## src/hw/ow_config.svh

```systemverilog
`ifndef OW_CONFIG_SVH
`define OW_CONFIG_SVH

// System clock cycles in one microsecond.
`define OW_CLKS_PER_US 50

// Reset and presence detect.
`define OW_RESET_LOW_US 480
`define OW_PRESENCE_SAMPLE_US 70
`define OW_RESET_RECOVER_US 410

// Bit slots.
`define OW_SLOT_US 70
`define OW_WRITE1_LOW_US 6
`define OW_WRITE0_LOW_US 60
`define OW_READ_LOW_US 6
`define OW_READ_SAMPLE_US 15

`endif

```

## src/hw/ow_bus_pkg.sv

```systemverilog
package ow_bus_pkg;

    // Kinds of slot that the slot timer can put on the bus.
    typedef enum logic [1:0] {
        SLOT_RESET  = 2'd0,
        SLOT_WRITE0 = 2'd1,
        SLOT_WRITE1 = 2'd2,
        SLOT_READ   = 2'd3
    } slot_kind_e;

    // Request from the byte sequencer to the slot timer.
    typedef struct packed {
        logic       valid;
        slot_kind_e kind;
    } slot_req_t;

    // Result of one slot.
    typedef struct packed {
        logic done;    // One cycle pulse at the end of the slot.
        logic sampled; // Presence after a reset slot, data bit after a read slot.
    } slot_rsp_t;

endpackage

```

## src/hw/ow_regs_pkg.sv

```systemverilog
package ow_regs_pkg;

    localparam logic [3:0] ADDR_CONTROL = 4'h0;
    localparam logic [3:0] ADDR_STATUS  = 4'h4;

    localparam logic [1:0] RESP_OKAY   = 2'b00;
    localparam logic [1:0] RESP_SLVERR = 2'b10;

    typedef enum logic [1:0] {
        OP_NONE       = 2'd0,
        OP_RESET      = 2'd1,
        OP_WRITE_BYTE = 2'd2,
        OP_READ_BYTE  = 2'd3
    } ow_op_e;

    // Low bits of CONTROL, op in [9:8] and data in [7:0].
    typedef struct packed {
        ow_op_e     op;
        logic [7:0] data;
    } ow_cmd_t;

    // Low bits of STATUS.
    typedef struct packed {
        logic       busy;
        logic       presence;
        logic [7:0] rx_byte;
    } ow_status_t;

endpackage

```

## src/hw/ow_axil_regs.sv

```systemverilog
`timescale 1ns/1ps

module ow_axil_regs (
    input  logic                   clk,
    input  logic                   reset_flag,
    input  logic [3:0]             awaddr,
    input  logic                   awvalid,
    output logic                   awready,
    input  logic [31:0]            wdata,
    input  logic                   wvalid,
    output logic                   wready,
    output logic                   bvalid,
    input  logic                   bready,
    output logic [1:0]             bresp,
    input  logic [3:0]             araddr,
    input  logic                   arvalid,
    output logic                   arready,
    output logic [31:0]            rdata,
    output logic                   rvalid,
    input  logic                   rready,
    output logic [1:0]             rresp,
    output ow_regs_pkg::ow_cmd_t   cmd,
    output logic                   cmd_valid,
    input  ow_regs_pkg::ow_status_t status
);

    ow_regs_pkg::ow_cmd_t last_cmd;
    ow_regs_pkg::ow_cmd_t wr_cmd;
    logic                 wr_fire;
    logic                 rd_fire;
    logic                 ctrl_ok;

    assign wr_fire = awready && awvalid && wvalid;
    assign rd_fire = arready && arvalid;
    assign wr_cmd  = ow_regs_pkg::ow_cmd_t'(wdata[9:0]);

    // A CONTROL write goes through only while the sequencer is idle.
    assign ctrl_ok   = (awaddr == ow_regs_pkg::ADDR_CONTROL) && !status.busy;
    assign cmd_valid = wr_fire && ctrl_ok && (wr_cmd.op != ow_regs_pkg::OP_NONE);
    assign cmd       = wr_cmd;

    always_ff @(posedge clk) begin
        if (reset_flag) begin
            awready  <= 1'b0;
            wready   <= 1'b0;
            bvalid   <= 1'b0;
            last_cmd <= '0;
        end else begin
            awready <= awvalid && wvalid && !bvalid && !awready;
            wready  <= awvalid && wvalid && !bvalid && !awready;
            if (wr_fire) begin
                bvalid <= 1'b1;
                if (ctrl_ok) begin
                    last_cmd <= wr_cmd;
                end
            end else if (bready) begin
                bvalid <= 1'b0;
            end
        end
    end

    always_ff @(posedge clk) begin
        if (wr_fire) begin
            bresp <= ctrl_ok ? ow_regs_pkg::RESP_OKAY : ow_regs_pkg::RESP_SLVERR;
        end
    end

    always_ff @(posedge clk) begin
        if (reset_flag) begin
            arready <= 1'b0;
            rvalid  <= 1'b0;
        end else begin
            arready <= arvalid && !rvalid && !arready;
            if (rd_fire) begin
                rvalid <= 1'b1;
            end else if (rready) begin
                rvalid <= 1'b0;
            end
        end
    end

    always_ff @(posedge clk) begin
        if (rd_fire) begin
            case (araddr)
                ow_regs_pkg::ADDR_CONTROL: begin
                    rdata <= {22'd0, last_cmd};
                    rresp <= ow_regs_pkg::RESP_OKAY;
                end
                ow_regs_pkg::ADDR_STATUS: begin
                    rdata <= {22'd0, status}; // Snapshot taken at the address handshake.
                    rresp <= ow_regs_pkg::RESP_OKAY;
                end
                default: begin
                    rdata <= 32'd0;
                    rresp <= ow_regs_pkg::RESP_SLVERR;
                end
            endcase
        end
    end

endmodule

```

## src/hw/ow_byte_sequencer.sv

```systemverilog
`timescale 1ns/1ps

module ow_byte_sequencer (
    input  logic                    clk,
    input  logic                    reset_flag,
    input  ow_regs_pkg::ow_cmd_t    cmd,
    input  logic                    cmd_valid,
    input  logic                    slot_ready,
    input  ow_bus_pkg::slot_rsp_t   slot_rsp,
    output ow_bus_pkg::slot_req_t   slot_req,
    output ow_regs_pkg::ow_status_t status
);

    typedef enum logic [1:0] {
        S_IDLE,
        S_REQ,
        S_WAIT
    } state_e;

    state_e                 state;
    ow_regs_pkg::ow_op_e    op_q;
    ow_bus_pkg::slot_kind_e req_kind;
    logic                   req_valid;
    logic [7:0]             shreg;
    logic [7:0]             shreg_next;
    logic [2:0]             bit_cnt;
    logic                   busy;
    logic                   presence;
    logic [7:0]             rx_byte;

    function automatic ow_bus_pkg::slot_kind_e pick_kind(input ow_regs_pkg::ow_op_e op,
                                                        input logic lsb);
        ow_bus_pkg::slot_kind_e kind;
        case (op)
            ow_regs_pkg::OP_RESET:     kind = ow_bus_pkg::SLOT_RESET;
            ow_regs_pkg::OP_READ_BYTE: kind = ow_bus_pkg::SLOT_READ;
            default:                   kind = lsb ? ow_bus_pkg::SLOT_WRITE1
                                                  : ow_bus_pkg::SLOT_WRITE0;
        endcase
        return kind;
    endfunction

    // Reads shift the sampled bit in at the top, writes shift in zero.
    assign shreg_next = {(op_q == ow_regs_pkg::OP_READ_BYTE) && slot_rsp.sampled, shreg[7:1]};

    always_ff @(posedge clk) begin
        if (reset_flag) begin
            state     <= S_IDLE;
            busy      <= 1'b0;
            req_valid <= 1'b0;
            presence  <= 1'b0;
            rx_byte   <= 8'd0;
        end else begin
            case (state)
                S_IDLE: begin
                    if (cmd_valid) begin
                        busy      <= 1'b1;
                        op_q      <= cmd.op;
                        shreg     <= cmd.data;
                        bit_cnt   <= 3'd0;
                        req_kind  <= pick_kind(cmd.op, cmd.data[0]);
                        req_valid <= 1'b1;
                        state     <= S_REQ;
                    end
                end
                S_REQ: begin
                    if (slot_ready) begin
                        req_valid <= 1'b0;
                        state     <= S_WAIT;
                    end
                end
                S_WAIT: begin
                    if (slot_rsp.done) begin
                        if (op_q == ow_regs_pkg::OP_RESET) begin
                            presence <= slot_rsp.sampled;
                            busy     <= 1'b0;
                            state    <= S_IDLE;
                        end else begin
                            shreg <= shreg_next;
                            if (bit_cnt == 3'd7) begin
                                if (op_q == ow_regs_pkg::OP_READ_BYTE) begin
                                    rx_byte <= shreg_next;
                                end
                                busy  <= 1'b0;
                                state <= S_IDLE;
                            end else begin
                                bit_cnt   <= bit_cnt + 3'd1;
                                req_kind  <= pick_kind(op_q, shreg_next[0]);
                                req_valid <= 1'b1;
                                state     <= S_REQ;
                            end
                        end
                    end
                end
                default: state <= S_IDLE;
            endcase
        end
    end

    assign slot_req = '{valid: req_valid, kind: req_kind};
    assign status   = '{busy: busy, presence: presence, rx_byte: rx_byte};

endmodule

```

## src/hw/ow_master_top.sv

```systemverilog
`timescale 1ns/1ps

module ow_master_top (
    input  logic        clk,
    input  logic        reset_flag,
    input  logic [3:0]  awaddr,
    input  logic        awvalid,
    output logic        awready,
    input  logic [31:0] wdata,
    input  logic        wvalid,
    output logic        wready,
    output logic        bvalid,
    input  logic        bready,
    output logic [1:0]  bresp,
    input  logic [3:0]  araddr,
    input  logic        arvalid,
    output logic        arready,
    output logic [31:0] rdata,
    output logic        rvalid,
    input  logic        rready,
    output logic [1:0]  rresp,
    input  logic        ow_in,
    output logic        ow_pull_low
);

    ow_regs_pkg::ow_cmd_t    cmd;
    logic                    cmd_valid;
    ow_regs_pkg::ow_status_t status;
    ow_bus_pkg::slot_req_t   slot_req;
    ow_bus_pkg::slot_rsp_t   slot_rsp;
    logic                    slot_ready;

    ow_axil_regs regs_i (
        .clk        (clk),
        .reset_flag (reset_flag),
        .awaddr     (awaddr),
        .awvalid    (awvalid),
        .awready    (awready),
        .wdata      (wdata),
        .wvalid     (wvalid),
        .wready     (wready),
        .bvalid     (bvalid),
        .bready     (bready),
        .bresp      (bresp),
        .araddr     (araddr),
        .arvalid    (arvalid),
        .arready    (arready),
        .rdata      (rdata),
        .rvalid     (rvalid),
        .rready     (rready),
        .rresp      (rresp),
        .cmd        (cmd),
        .cmd_valid  (cmd_valid),
        .status     (status)
    );

    ow_byte_sequencer seq_i (
        .clk        (clk),
        .reset_flag (reset_flag),
        .cmd        (cmd),
        .cmd_valid  (cmd_valid),
        .slot_ready (slot_ready),
        .slot_rsp   (slot_rsp),
        .slot_req   (slot_req),
        .status     (status)
    );

    ow_slot_timer timer_i (
        .clk         (clk),
        .reset_flag  (reset_flag),
        .slot_req    (slot_req),
        .ow_in       (ow_in),
        .slot_ready  (slot_ready),
        .slot_rsp    (slot_rsp),
        .ow_pull_low (ow_pull_low)
    );

endmodule

```

## src/hw/ow_slot_timer.sv

```systemverilog
`timescale 1ns/1ps

`include "ow_config.svh"

module ow_slot_timer (
    input  logic                  clk,
    input  logic                  reset_flag,
    input  ow_bus_pkg::slot_req_t slot_req,
    input  logic                  ow_in,
    output logic                  slot_ready,
    output ow_bus_pkg::slot_rsp_t slot_rsp,
    output logic                  ow_pull_low
);

    localparam int CPU         = `OW_CLKS_PER_US;
    localparam int RST_END_CYC = (`OW_RESET_LOW_US + `OW_RESET_RECOVER_US) * CPU;
    localparam int TIMER_W     = $clog2(RST_END_CYC + 1);

    // All thresholds are cycles remaining until the end of the slot.
    localparam logic [TIMER_W-1:0] RST_END     = TIMER_W'(RST_END_CYC);
    localparam logic [TIMER_W-1:0] RST_LOW_REM = TIMER_W'(`OW_RESET_RECOVER_US * CPU);
    localparam logic [TIMER_W-1:0] RST_SMP_REM =
        TIMER_W'((`OW_RESET_RECOVER_US - `OW_PRESENCE_SAMPLE_US) * CPU);
    localparam logic [TIMER_W-1:0] SLOT_END    = TIMER_W'(`OW_SLOT_US * CPU);
    localparam logic [TIMER_W-1:0] W1_LOW_REM  =
        TIMER_W'((`OW_SLOT_US - `OW_WRITE1_LOW_US) * CPU);
    localparam logic [TIMER_W-1:0] W0_LOW_REM  =
        TIMER_W'((`OW_SLOT_US - `OW_WRITE0_LOW_US) * CPU);
    localparam logic [TIMER_W-1:0] RD_LOW_REM  =
        TIMER_W'((`OW_SLOT_US - `OW_READ_LOW_US) * CPU);
    localparam logic [TIMER_W-1:0] RD_SMP_REM  =
        TIMER_W'((`OW_SLOT_US - `OW_READ_SAMPLE_US) * CPU);

    logic                   running;
    logic [TIMER_W-1:0]     timer;
    logic [TIMER_W-1:0]     low_rem;
    logic [TIMER_W-1:0]     smp_rem;
    logic                   is_reset;
    logic                   pull_q;
    logic                   done_q;
    logic                   sampled_q;
    logic                   ow_meta;
    logic                   ow_sync;

    assign slot_ready = !running;

    always_ff @(posedge clk) begin
        ow_meta <= ow_in;
        ow_sync <= ow_meta;
    end

    always_ff @(posedge clk) begin
        if (reset_flag) begin
            running <= 1'b0;
            pull_q  <= 1'b0;
            done_q  <= 1'b0;
        end else begin
            done_q <= 1'b0;
            if (!running) begin
                if (slot_req.valid) begin
                    running  <= 1'b1;
                    pull_q   <= 1'b1;
                    is_reset <= (slot_req.kind == ow_bus_pkg::SLOT_RESET);
                    case (slot_req.kind)
                        ow_bus_pkg::SLOT_RESET: begin
                            timer   <= RST_END;
                            low_rem <= RST_LOW_REM;
                            smp_rem <= RST_SMP_REM;
                        end
                        ow_bus_pkg::SLOT_WRITE1: begin
                            timer   <= SLOT_END;
                            low_rem <= W1_LOW_REM;
                            smp_rem <= RD_SMP_REM;
                        end
                        ow_bus_pkg::SLOT_WRITE0: begin
                            timer   <= SLOT_END;
                            low_rem <= W0_LOW_REM;
                            smp_rem <= RD_SMP_REM;
                        end
                        default: begin
                            timer   <= SLOT_END;
                            low_rem <= RD_LOW_REM;
                            smp_rem <= RD_SMP_REM;
                        end
                    endcase
                end
            end else begin
                timer <= timer - TIMER_W'(1);
                if (timer == low_rem + TIMER_W'(1)) begin
                    pull_q <= 1'b0; // Release the line, the pull-up takes over.
                end
                if (timer == 1) begin
                    running <= 1'b0;
                    done_q  <= 1'b1;
                end
            end
        end
    end

    // A slave answers presence by holding the line low.
    always_ff @(posedge clk) begin
        if (running && (timer == smp_rem)) begin
            sampled_q <= is_reset ? !ow_sync : ow_sync;
        end
    end

    assign ow_pull_low = pull_q;
    assign slot_rsp    = '{done: done_q, sampled: sampled_q};

endmodule

```

## config.mk

```make
export PLATFORM = sky130hd
export DESIGN_NAME = ow_master_top
export DESIGN_NICKNAME = d
export VERILOG_FILES = /design/src/hw/ow_bus_pkg.sv /design/src/hw/ow_regs_pkg.sv /design/src/hw/ow_axil_regs.sv /design/src/hw/ow_byte_sequencer.sv /design/src/hw/ow_master_top.sv /design/src/hw/ow_slot_timer.sv
export VERILOG_INCLUDE_DIRS = /design/src /design/src/hw
export SDC_FILE = /design/constraint.sdc
export NUM_CORES = 1
export LEC_CHECK = 0
export BUFFER_PORTS_ARGS = -buffer_cell sky130_fd_sc_hd__buf_2
export CAP_MARGIN = 10
export CORE_UTILIZATION = 58
export CTS_CLUSTER_SIZE = 14
export DETAILED_ROUTE_END_ITERATION = 12
export PLACE_DENSITY = 0.85
export SLEW_MARGIN = 5
export SYNTH_ARGS = -nofsm -noshare
export SYNTH_HDL_FRONTEND = slang
export SYNTH_SLANG_ARGS = --single-unit
```

## constraint.sdc

```tcl
create_clock -name clk -period 5.9 [get_ports clk]
set_input_delay 0.59 -clock clk [delete_from_list [all_inputs] [get_ports clk]]
set_output_delay 0.59 -clock clk [all_outputs]
set_load 0.05 [all_outputs]
```

# [After elaboration in Yosys (flattened, before gate mapping)]
# Cells that the tools add are included.
# W data, S select, Z words.
[word_totals] mem_bits_rw=0 latchBits=0 elab_cells=150 mem_bits_ro=0 out_inout_bits=42 register_bits=133 mem_count=0
[op_classes] shifts=0 n_lt_le_gt_ge=0 n_div=0 eq_ne=19 bitwise_logic=3 reduce_logical=43 n_addsub=3 multipliers=0 muxes=54
[op_table] op="$mux W16" count=3
[op_table] op="$eq A16 B16 Y1" count=2
[op_table] op="$pmux W15 S2" count=1
[op_table] op="$mux W2" count=13
[op_table] op="$mux W8" count=3
[op_table] op="$mux W1" count=21
[op_table] op="$pmux W10 S2" count=1
[op_table] op="$add A16 B1 Y16 const B" count=1
[op_table] op="$eq A16 B1 Y1 const B" count=1
[op_table] op="$pmux W8 S2" count=1
[op_table] op="$sub A16 B1 Y16 const B" count=1
[op_table] op="$mux W15" count=1
[op_table] op="$logic_and A1 B1 Y1" count=13
[op_table] op="$mux W3" count=4
[op_table] op="$reduce_and A3 Y1" count=4
[op_table] op="$reduce_and A6 Y1" count=2
[op_table] op="$ne A2 B2 Y1 const B" count=5
[op_table] op="$reduce_and A5 Y1" count=2
[op_table] op="$reduce_bool A2 Y1" count=5
[op_table] op="$eq A2 B1 Y1 const B" count=4
[op_table] op="$logic_not A4 Y1" count=2
[op_table] op="$pmux W2 S2" count=2
[op_table] op="$eq A2 B2 Y1 const B" count=3
[op_table] op="$logic_not A1 Y1" count=6
[op_table] op="other kinds (15)" count=21

# [Logic depth before layout (Yosys ltp)]
# Gate-level depths: netlist (run 1).
[depth] word_depth=6 ltp_mapped=6 depth_no_buf=6

# [By module]
# A second synthesis (run 1) with hierarchy kept.
[unflattened] cells_unflattened=396 hier_area_um2=4186.5
[by_module_without_submodules] module="ow_slot_timer" seq_area_each_um2=790.8 cells_each=143 n_inst=1 area_per_inst_um2=1555.2
[by_module_without_submodules] module="ow_axil_regs" seq_area_each_um2=640.6 cells_each=134 n_inst=1 area_per_inst_um2=1407.6
[by_module_without_submodules] module="ow_byte_sequencer" seq_area_each_um2=680.7 cells_each=119 n_inst=1 area_per_inst_um2=1223.7

# [Worst setup path before layout (run 1)]
# Ideal clock, no wire load.
[synth_timing] path_kind="register to register" startpoint="register regs_i.awready" endpoint="register seq_i.shreg[1], enable pin" required_ns=5.540 slack_ns=3.416 n_path_buf=2 arrival_ns=2.124 stages_incl_launch_ff=7 cell_sequence="dfxtp_1 and3_1 and3_1 clkbuf_1 buf_1 a21oi_1 nor2_1"
[synth_via] elab_chain_cells=6
[synth_lines] item="start, declared" line="ow_axil_regs.sv:8" text="output logic awready,"
[synth_lines] item="start signal, assigned" line="ow_axil_regs.sv:49" text="awready <= awvalid && wvalid && !bvalid && !awready;"
[synth_lines] item="$logic_and A1 B1 Y1 (2 in a row)" line="ow_axil_regs.sv:33" text="assign wr_fire = awready && awvalid && wvalid;"
[synth_lines] item="via regs_i.wr_fire" line="ow_axil_regs.sv:29" text="logic wr_fire;"
[synth_lines] item="$logic_and A1 B1 Y1 (2 in a row)" line="ow_axil_regs.sv:39" text="assign cmd_valid = wr_fire && ctrl_ok && (wr_cmd.op != ow_regs_pkg::OP_NONE);"
[synth_lines] item="$ne A2 B2 Y1 (no line)"
[synth_lines] item="$reduce_and A5 Y1 (no line)"
[synth_lines] item="end signal, assigned" line="ow_byte_sequencer.sv:59" text="shreg <= cmd.data;"
[synth_lines] item="end signal, assigned" line="ow_byte_sequencer.sv:79" text="shreg <= shreg_next;"
[synth_lines] item="end, declared" line="ow_byte_sequencer.sv:24" text="logic [7:0] shreg;"
# The timed path passes the listed nets, and every way through them passes these cells.
# A chain may end at the register's enable or synchronous reset.

# [Final worst setup path (run 1)]
[layout_timing] startpoint="register timer_i.timer[4]" endpoint="register timer_i.timer[13], data pin"
[layout_via] elab_chain_cells=2
[layout_lines] item="start, declared" line="ow_slot_timer.sv:35" text="logic [TIMER_W-1:0] timer;"
[layout_lines] item="start signal, assigned" line="ow_slot_timer.sv:88" text="timer <= timer - TIMER_W'(1);"
[layout_lines] item="$sub A16 B1 Y16" line="ow_slot_timer.sv:88"
[layout_lines] item="$mux W16" line="ow_slot_timer.sv:59" text="if (!running) begin"
# Every way passes these cells.

==> results of run 1 <==
## how the worst min path moves through the flow
stage,from,endpoint,depth (start not counted)
4_1_cts,timer_i.ow_meta,timer_i.ow_sync,0
2_1_floorplan,timer_i.ow_meta,timer_i.ow_sync,0
3_5_place_dp,timer_i.ow_meta,timer_i.ow_sync,0
6_report,timer_i.ow_meta,timer_i.ow_sync,0
5_1_grt,ow_in,timer_i.ow_meta,1
3_3_place_gp,timer_i.ow_meta,timer_i.ow_sync,0
## registers in the layout, indices dropped and copies added, names as in the netlist, 2 cells and up
| name | count |
|---|---|
| seq_i.op_q | 2 |
| timer_i.low_rem | 4 |
| timer_i.timer | 16 |
| seq_i.req_kind | 2 |
| regs_i.rdata | 10 |
| seq_i.shreg | 7 |
| seq_i.state | 2 |
| timer_i.smp_rem | 2 |
| seq_i.rx_byte | 8 |
| regs_i.last_cmd | 10 |
| seq_i.bit_cnt | 3 |
## power breakdown
| group | total [mW] | internal (mW) | leakage, nW | switching (mW) |
|---|---|---|---|---|
| registers | 0.600 | 0.598 | 0.708 | 0.00161 |
| clock network | 0.503 | 0.308 | 0.126 | 0.195 |
| logic | 0.0734 | 0.0133 | 0.795 | 0.0600 |
## synthesized netlist by cell type (all sizes together), types with 2 or more instances
library cell  count  area, µm²
edfxtp           49       1470
nor2             47        176
dfxtp            32        641
mux2i            31        310
buf              28        201
nand2            27        101
clkbuf           16       60.1
a21oi            15       75.1
inv              11       41.3
xnor2            10       87.6
nand3             9       45.0
and2              7       43.8
nor3              7       40.0
nor4              7       43.8
or3               7       50.1
xor2              7       61.3
nor2b             6       37.5
or4               6       46.3
a31oi             5       31.3
and3              5       32.5
o21ai             5       25.0
ha                4       50.1
nand2b            4       25.0
nor3b             4       30.0
nand4             3       18.8
nor4b             3       26.3
a22oi             2       15.0
o31ai             2       15.0
or2               2       12.5
## worst reg2reg max path: stages (launching register included)
cell and delay, ns:
sky130_fd_sc_hd__edfxtp_1 0.50, sky130_fd_sc_hd__or4_1 0.69, sky130_fd_sc_hd__or3_4 0.43, sky130_fd_sc_hd__or4_1 0.48
sky130_fd_sc_hd__a31oi_1 0.18
## through the flow
step	setup slack, ns	hold WS, ns	area [µm²]	util (%)
global placement	3.31	0.314	4020	62.9
floorplan	3.42	0.310	3960	-
CTS	3.49	0.331	4270	66.9
finish	3.48	0.331	4270	66.9
detailed placement	3.25	0.313	4020	62.9
global route	3.34	0.332	4270	66.9
## final cells by class
| type | count | share of cell area, % |
|---|---|---|
| repair buffers | 44 | 5.21 |
| flip-flops and latches | 81 | 49.4 |
| clock buffers | 12 | 3.66 |
| inverters | 11 | 0.966 |
| multi-input cells | 255 | 36.2 |
| clock inverters | 4 | 2.31 |
| well taps | 77 | 2.25 |
## per-layer routing
metal | part of all wire [%] | track usage [%] | up-vias | wire, µm
met5 | 0 | 0 | - | 0
met4 | 2.0 | 11.4 | 0 | 149
met3 | 5.2 | 3.17 | 12 | 378
met2 | 48 | 35.3 | 83 | 3470
met1 | 45 | 29.7 | 1275 | 3300
li1 | - | - | 1312 | -
## logic make-up after synthesis
| logic type | synth area share [%] |
|---|---|
| adders and majority gates | 1.29 |
| AOI/OAI and AO/OA | 4.65 |
| muxes | 8.01 |
| other | 0.0968 |
| xor gates and xnor gates | 3.84 |
| DFF | 54.5 |
| buffers and inverters | 7.82 |
| and+or+nand+nor | 19.8 |
==> summary.txt, run 1 <==
Timing
  – Final Skew: between 0.008 and 0.009 ns
  – Setup-failing EPs final: 0
  – Final cycle utilization of the critical path: between 40 and 50%
  – Highest attainable clock frequency: between 400 and 500 MHz
  – RSZ-0062 raised after global routing: false
  – Final hold viol count: 0
  – Actual slew at the worst max-slew pin: 0.978 ns
  – Time the final worst path needs with I/O delays and setup: 2.42 ns
  – Max-slew violations: 0
  – Worst slew margin: 34.6%
  – Final setup TNS: 0 ns

Critical path
  – Critical Path Source: timer_i.timer[4]
  – Sort of element at the end of the critical path: register
  – CP most frequent cell: sky130_fd_sc_hd__or4_1
  – Critical register-to-register path endpoint: timer_i.timer[13]
  – Largest incremental delay on the critical path: 0.69 ns
  – Worst-path cell with the longest stage delay: sky130_fd_sc_hd__or4_1
  – Arrival time of the worst setup path: 2.61 ns
  – Worst setup slack for register-to-register paths: approximately 3.5 ns
  – CP Launch Type: register
  – Capture point of the worst path: timer_i.timer[13]
  – Critical path start-end classification: reg2reg
  – WP data required: a little over 6 ns
  – FF-to-FF Start: timer_i.timer[4]
  – Number of buffer and inverter instances along the worst setup path: 0
  – Instance count on the critical path: 4
  – Critical-path cell list: or4_1, or3_4, or4_1, a31oi_1
  – Maximum fanout along the worst path: 8
  – Dominant delay contributor by cell family on the critical path: simple AND/OR/NAND/NOR gates
  – Worst reg2reg path depth: 4

Drt
  – Post-detailed-route DRC marker count: 0
  – Per-cell via count in the routed design: approximately 5.5
  – Via total after detailed routing: 2682
  – Number of nets still failing antenna checks after routing: 0
  – Violation count after the first detailed-route iteration: about 200
  – TritonRoute pass-1 iters: 4
  – Post-detailed-routing wire length: 7.30 mm
  – Average wire length per cell after detail routing: 15.1 µm

Finish
  – Multi-input combinational cell area: about 1500 µm²
  – Most common cell after layout, fill and taps aside: sky130_fd_sc_hd__edfxtp_1
  – FF/Latch Area: between 2000 and 2500 µm²
  – Layout-stage area growth over the synthesis result: 10.3%
  – Share of cells above drive strength 1: 16.0%
  – Count of filler cells inserted in the layout: 502
  – Antenna fix cells: 0
  – Nets@finish: around 450
  – Top library cells by usage in the layout, fill and taps aside: sky130_fd_sc_hd__edfxtp_1, sky130_fd_sc_hd__nor2_1, sky130_fd_sc_hd__buf_2, sky130_fd_sc_hd__dfxtp_1, sky130_fd_sc_hd__mux2i_1
  – Cell Count, Final, Fillers Out: approximately 480

Power and ir drop
  – Leak: 1.63 nW
  – P per Cell Area: approximately 280 nW/µm²
  – Total power draw: roughly 1.2 mW
  – Worst vdd rail ir drop: ~220 µV

Die
  – Std-Cell Rows: 29
  – Die area: 7010 µm²
  – Total core area: approximately 6400 µm²
  – Initial core utilization: 60.7%
  – Height of the chip: 83.7 µm
  – Die span in x: approximately 84 µm
  – Count of boundary I/O pins: 90

Clock tree
  – Worst-case clock buffer depth: 2
  – CTS H-tree lvls: 3
  – Number of sinks on the clock net: between 80 and 90
  – Hold buffer count at cts: 0
  – Number of buffers created by CTS: 9
  – Clock-pin slew on the worst setup and hold paths: 0.08 ns
  – Post-CTS setup repair buffer count: 0
  – Post-cts sizing count: 0
  – Clk Latency, worst-skew pair: 0.35 ns
  – CTS root buf: sky130_fd_sc_hd__clkbuf_8
  – CTS tree: yes

Global routing
  – GRT Residual Overflow: 0
  – Pin count of the biggest net entering global routing: 33
  – Vias in the first global route: approximately 2400
  – Global-route wire length before repair: 12.0 mm
  – Total GRT Usage: about 22%
  – Antenna violations before repair: 0

Logic synthesis
  – Average instance area after synthesis: 10.5 µm²
  – Most used flip-flop cell after synthesis: sky130_fd_sc_hd__edfxtp_1
  – Number of enable-type register cells in the synthesized netlist: just under 50
  – Warning count from the yosys run: 0
  – Cell area after synthesis: about 3900 µm²
  – Synthesis-stage register bit count: just over 80
  – Gate Count Post-Synth: 368
  – Fraction of registers with async set or reset after synthesis: 0%
  – Number of distinct library cells after synthesis: 43
  – Fraction of the yosys area taken by sequential cells: 54.5%

Placement
  – Gpl congestion: between 0.8 and 0.9
  – # placed instances: 468
  – Quantity of I/O buffers inserted on ports: 43
  – Half-perimeter wire length after detailed placement: roughly 4.9 mm

Worst hold path
  – Worst min-delay path category: reg2reg

Run
  – Reported max-cap violation count: 0

Outcome
  – Status: finished, final reports clean
No activity file was read; power rests on OpenSTA's default activity.
==> run 2, diff against run 1 <==
--- a/config.mk
+++ b/config.mk
@@ -8,10 +8,10 @@
 export LEC_CHECK = 0
 export BUFFER_PORTS_ARGS = -buffer_cell sky130_fd_sc_hd__buf_2
 export CAP_MARGIN = 10
-export CORE_UTILIZATION = 58
+export CORE_UTILIZATION = 49
 export CTS_CLUSTER_SIZE = 14
 export DETAILED_ROUTE_END_ITERATION = 12
-export PLACE_DENSITY = 0.85
+export PLACE_DENSITY = 0.77
 export SLEW_MARGIN = 5
 export SYNTH_ARGS = -nofsm -noshare
 export SYNTH_HDL_FRONTEND = slang
==> constraint.sdc (replaced) <==
create_clock -name clk -period 1.98 [get_ports clk]
set_input_delay 0.198 -clock clk [delete_from_list [all_inputs] [get_ports clk]]
set_output_delay 0.198 -clock clk [all_outputs]
set_load 0.05 [all_outputs]
==> summary.txt, run 2 (synthesis gave the netlist of run 1 again) <==
Drt
  – Violation count after the first detailed-route iteration: 131 (was 195)
  – Post-detailed-route DRC marker count: 0 (unchanged)
  – Number of nets still failing antenna checks after routing: 0 (unchanged)
  – Per-cell via count in the routed design: 5.19 (was 5.54)
  – Average wire length per cell after detail routing: 14.3 µm (was 15.1 µm)
  – Post-detailed-routing wire length: 7.64 mm (was 7.30 mm)
  – TritonRoute pass-1 iters: 4 (unchanged)
  – Via total after detailed routing: 2783 (was 2682)

Power and ir drop
  – Switching share of power: 24.4% (was 21.8%)
  – Leak: 1.76 nW (was 1.63 nW)
  – Switching power: 0.783 mW (was 0.257 mW)
  – Cell-internal power: 2.43 mW (was 0.920 mW)
  – Sequential share of power: 55.6% (was 51.0%)
  – Combinational Power Share: 7.0% (was 6.2%)
  – Total power draw: 3.22 mW (was 1.18 mW)
  – Fraction of power consumed by the clock network: 37.4% (was 42.8%)
  – Worst vdd rail ir drop: 371 µV (was 219 µV)
  – P per Cell Area: 712 nW/µm² (was 275 nW/µm²)

Clock tree
  – Number of sinks on the clock net: 81 (unchanged)
  – Number of buffers created by CTS: 9 (unchanged)
  – CTS H-tree lvls: 3 (unchanged)
  – Worst-case clock buffer depth: 2 (unchanged)
  – CTS root buf: sky130_fd_sc_hd__clkbuf_8 (unchanged)
  – Post-CTS setup repair buffer count: 0 (unchanged)
  – Clk Latency, worst-skew pair: 0.35 ns (about the same)
  – Clock-pin slew on the worst setup and hold paths: 0.08 ns (about the same)
  – CTS tree: yes (unchanged)

Finish
  – Largest regs: timer_i.timer x16, regs_i.last_cmd x10, regs_i.rdata x10 (unchanged)
  – Nets@finish: 481 (was 454)
  – Antenna fix cells: 0 (unchanged)
  – Largest reg by FF count: timer_i.timer (unchanged)
  – Max reg flops: 16 (unchanged)
  – Top library cells by usage in the layout, fill and taps aside: sky130_fd_sc_hd__edfxtp_1, sky130_fd_sc_hd__nor2_1, sky130_fd_sc_hd__buf_2, sky130_fd_sc_hd__mux2i_1, sky130_fd_sc_hd__dfxtp_1 (was sky130_fd_sc_hd__edfxtp_1, sky130_fd_sc_hd__nor2_1, sky130_fd_sc_hd__buf_2, sky130_fd_sc_hd__dfxtp_1, sky130_fd_sc_hd__mux2i_1)
  – Layout-stage area growth over the synthesis result: 16.7% (was 10.3%)
  – Most common cell after layout, fill and taps aside: sky130_fd_sc_hd__edfxtp_1 (unchanged)
  – Share of cells above drive strength 1: 23.7% (was 16.0%)
  – Layout Cell Area excl Fill: 4520 µm² (was 4270 µm²)

Placement
  – Quantity of I/O buffers inserted on ports: 43 (unchanged)
  – Half-perimeter wire length after detailed placement: 5.47 mm (was 4.93 mm)
  – Gpl congestion: 0.877 (was 0.836)
  – Placed standard-cell area: 4260 µm² (was 4020 µm²)

Worst hold path
  – Worst hold stages: 1 (was 0)
  – Start point of the worst min-delay path: wdata[9] (was timer_i.ow_meta)
  – Hold-critical path endpoint: seq_i.op_q[1] (was timer_i.ow_sync)
  – Worst min-delay path category: in2reg (was reg2reg)

Timing
  – Max-slew violations: 0 (unchanged)
  – RSZ-0062 raised after global routing: true (was false)
  – Setup-failing EPs final: 0 (unchanged)
  – Final cycle utilization of the critical path: 100% (was 41.0%)
  – Final hold viol count: 0 (unchanged)
  – Highest attainable clock frequency: 505 MHz (was 413 MHz)
  – Final Skew: 0.0122 ns (was 0.00819 ns)
  – Time the final worst path needs with I/O delays and setup: 1.98 ns (was 2.42 ns)

Critical path
  – Dominant delay contributor by cell family on the critical path: simple AND/OR/NAND/NOR gates (unchanged)
  – Arrival time of the worst setup path: 2.18 ns (was 2.61 ns)
  – Largest incremental delay on the critical path: 0.55 ns (was 0.69 ns)
  – Critical-path cell list: or4_4, or3_4, or4_1, a31oi_1 (was or4_1, or3_4, or4_1, a31oi_1)
  – FF-to-FF Start: timer_i.timer[6] (was timer_i.timer[4])
  – Critical path start-end classification: reg2reg (unchanged)
  – WP data required: 2.18 ns (was 6.09 ns)
  – Critical register-to-register path endpoint: timer_i.timer[13] (unchanged)
  – Worst-path cell with the longest stage delay: sky130_fd_sc_hd__or4_4 (was sky130_fd_sc_hd__or4_1)
  – Worst reg2reg path depth: 4 (unchanged)
  – Maximum fanout along the worst path: 3 (was 8)
  – Worst setup slack for register-to-register paths: 0.0007 ns (was 3.48 ns)
  – CP Launch Type: register (unchanged)
  – Sort of element at the end of the critical path: register (unchanged)
  – Number of buffer and inverter instances along the worst setup path: 0 (unchanged)

Die
  – Std-Cell Rows: 32 (was 29)
  – Total core area: 7690 µm² (was 6390 µm²)
  – Die span in x: 90.9 µm (was 83.7 µm)
  – Initial core utilization: 50.4% (was 60.7%)
  – Die area: 8270 µm² (was 7010 µm²)
  – Count of boundary I/O pins: 90 (unchanged)
  – Height of the chip: 90.9 µm (was 83.7 µm)

Global routing
  – Pin count of the biggest net entering global routing: 25 (was 33)
  – Vias in the first global route: 2624 (was 2442)
  – Antenna violations before repair: 0 (unchanged)
  – Total GRT Usage: 19.6% (was 22.2%)
  – Global-route wire length before repair: 12.5 mm (was 12.0 mm)
  – GRT Residual Overflow: 0 (unchanged)

Outcome
  – Status: finished, final reports clean (unchanged)

Run
  – Reported max-cap violation count: 0 (unchanged)
## run 2: stage by stage
stage / TNS (ns) / utilization (%) / hold slack [ns] / setup slack (ns) / cells
2_1_floorplan: -0.151 / - / 0.226 / -0.151 / 391
3_3_place_gp: 0 / 55.4 / 0.312 / 0.00786 / 519
3_5_place_dp: -0.0125 / 55.4 / 0.313 / -0.0125 / 519
4_1_cts: 0 / 58.3 / 0.0750 / 0.00648 / 536
5_1_grt: -0.0794 / 58.8 / 0.0775 / -0.0794 / 536
6_report: 0 / 58.8 / 0.0936 / 0.000718 / 536
## run 2: power groups by stage
stage	Sequential, mW	Clock (mW)	Combinational, mW
after global routing	1.79	1.30	0.239
after detailed placement	1.83	0	0.223
final	1.79	1.20	0.226
after CTS	1.79	1.24	0.226
after global placement	1.83	0	0.220
after floorplan	1.85	0	0.184
## run 2: repair_timing
item,4_1_cts,5_1_grt
pin swaps,1,0
hold endpoints to repair,1,0
cloned,0,0
setup endpoints to repair,1,9
resized for setup,1,7
hold buffers,1,0
## run 2: cell type report
type / instances / area [µm²]
well taps: 102 / 128
fillers: 674 / 3170
clock buffers: 12 / 176
multi-input cells: 255 / 1600
inverters: 11 / 41.3
repair buffers: 71 / 428
flip-flops and latches: 81 / 2120
clock inverters: 4 / 33.8
## run 2: worst reg2reg max path: cells and delay by family, from the launching register on
kind / cells / cell delay (ns)
compound gates: 1 / 0.14
flops: 1 / 0.39
simple gates: 3 / 1.31
## run 2: how the worst max path moves through the flow
stage / slack [ns] / endpoint / from / cells past startpoint
2_1_floorplan: -0.15 / timer_i.timer[13] / timer_i.timer[6] / 5
3_3_place_gp: 0.008 / timer_i.timer[13] / timer_i.timer[6] / 4
3_5_place_dp: -0.01 / timer_i.timer[13] / timer_i.timer[6] / 4
4_1_cts: 0.006 / seq_i.busy / seq_i.busy / 4
5_1_grt: -0.08 / timer_i.timer[13] / timer_i.timer[3] / 4
6_report: 0.0007 / timer_i.timer[13] / timer_i.timer[6] / 4
## run 2: metal layers
metal  GRT usage [%]  up-vias  wire, µm
met4            8.60        0       116
met2            31.8       67      3680
met3            3.45       10       298
met5               0        -         0
met1            25.7     1337      3550
li1                -     1369         -
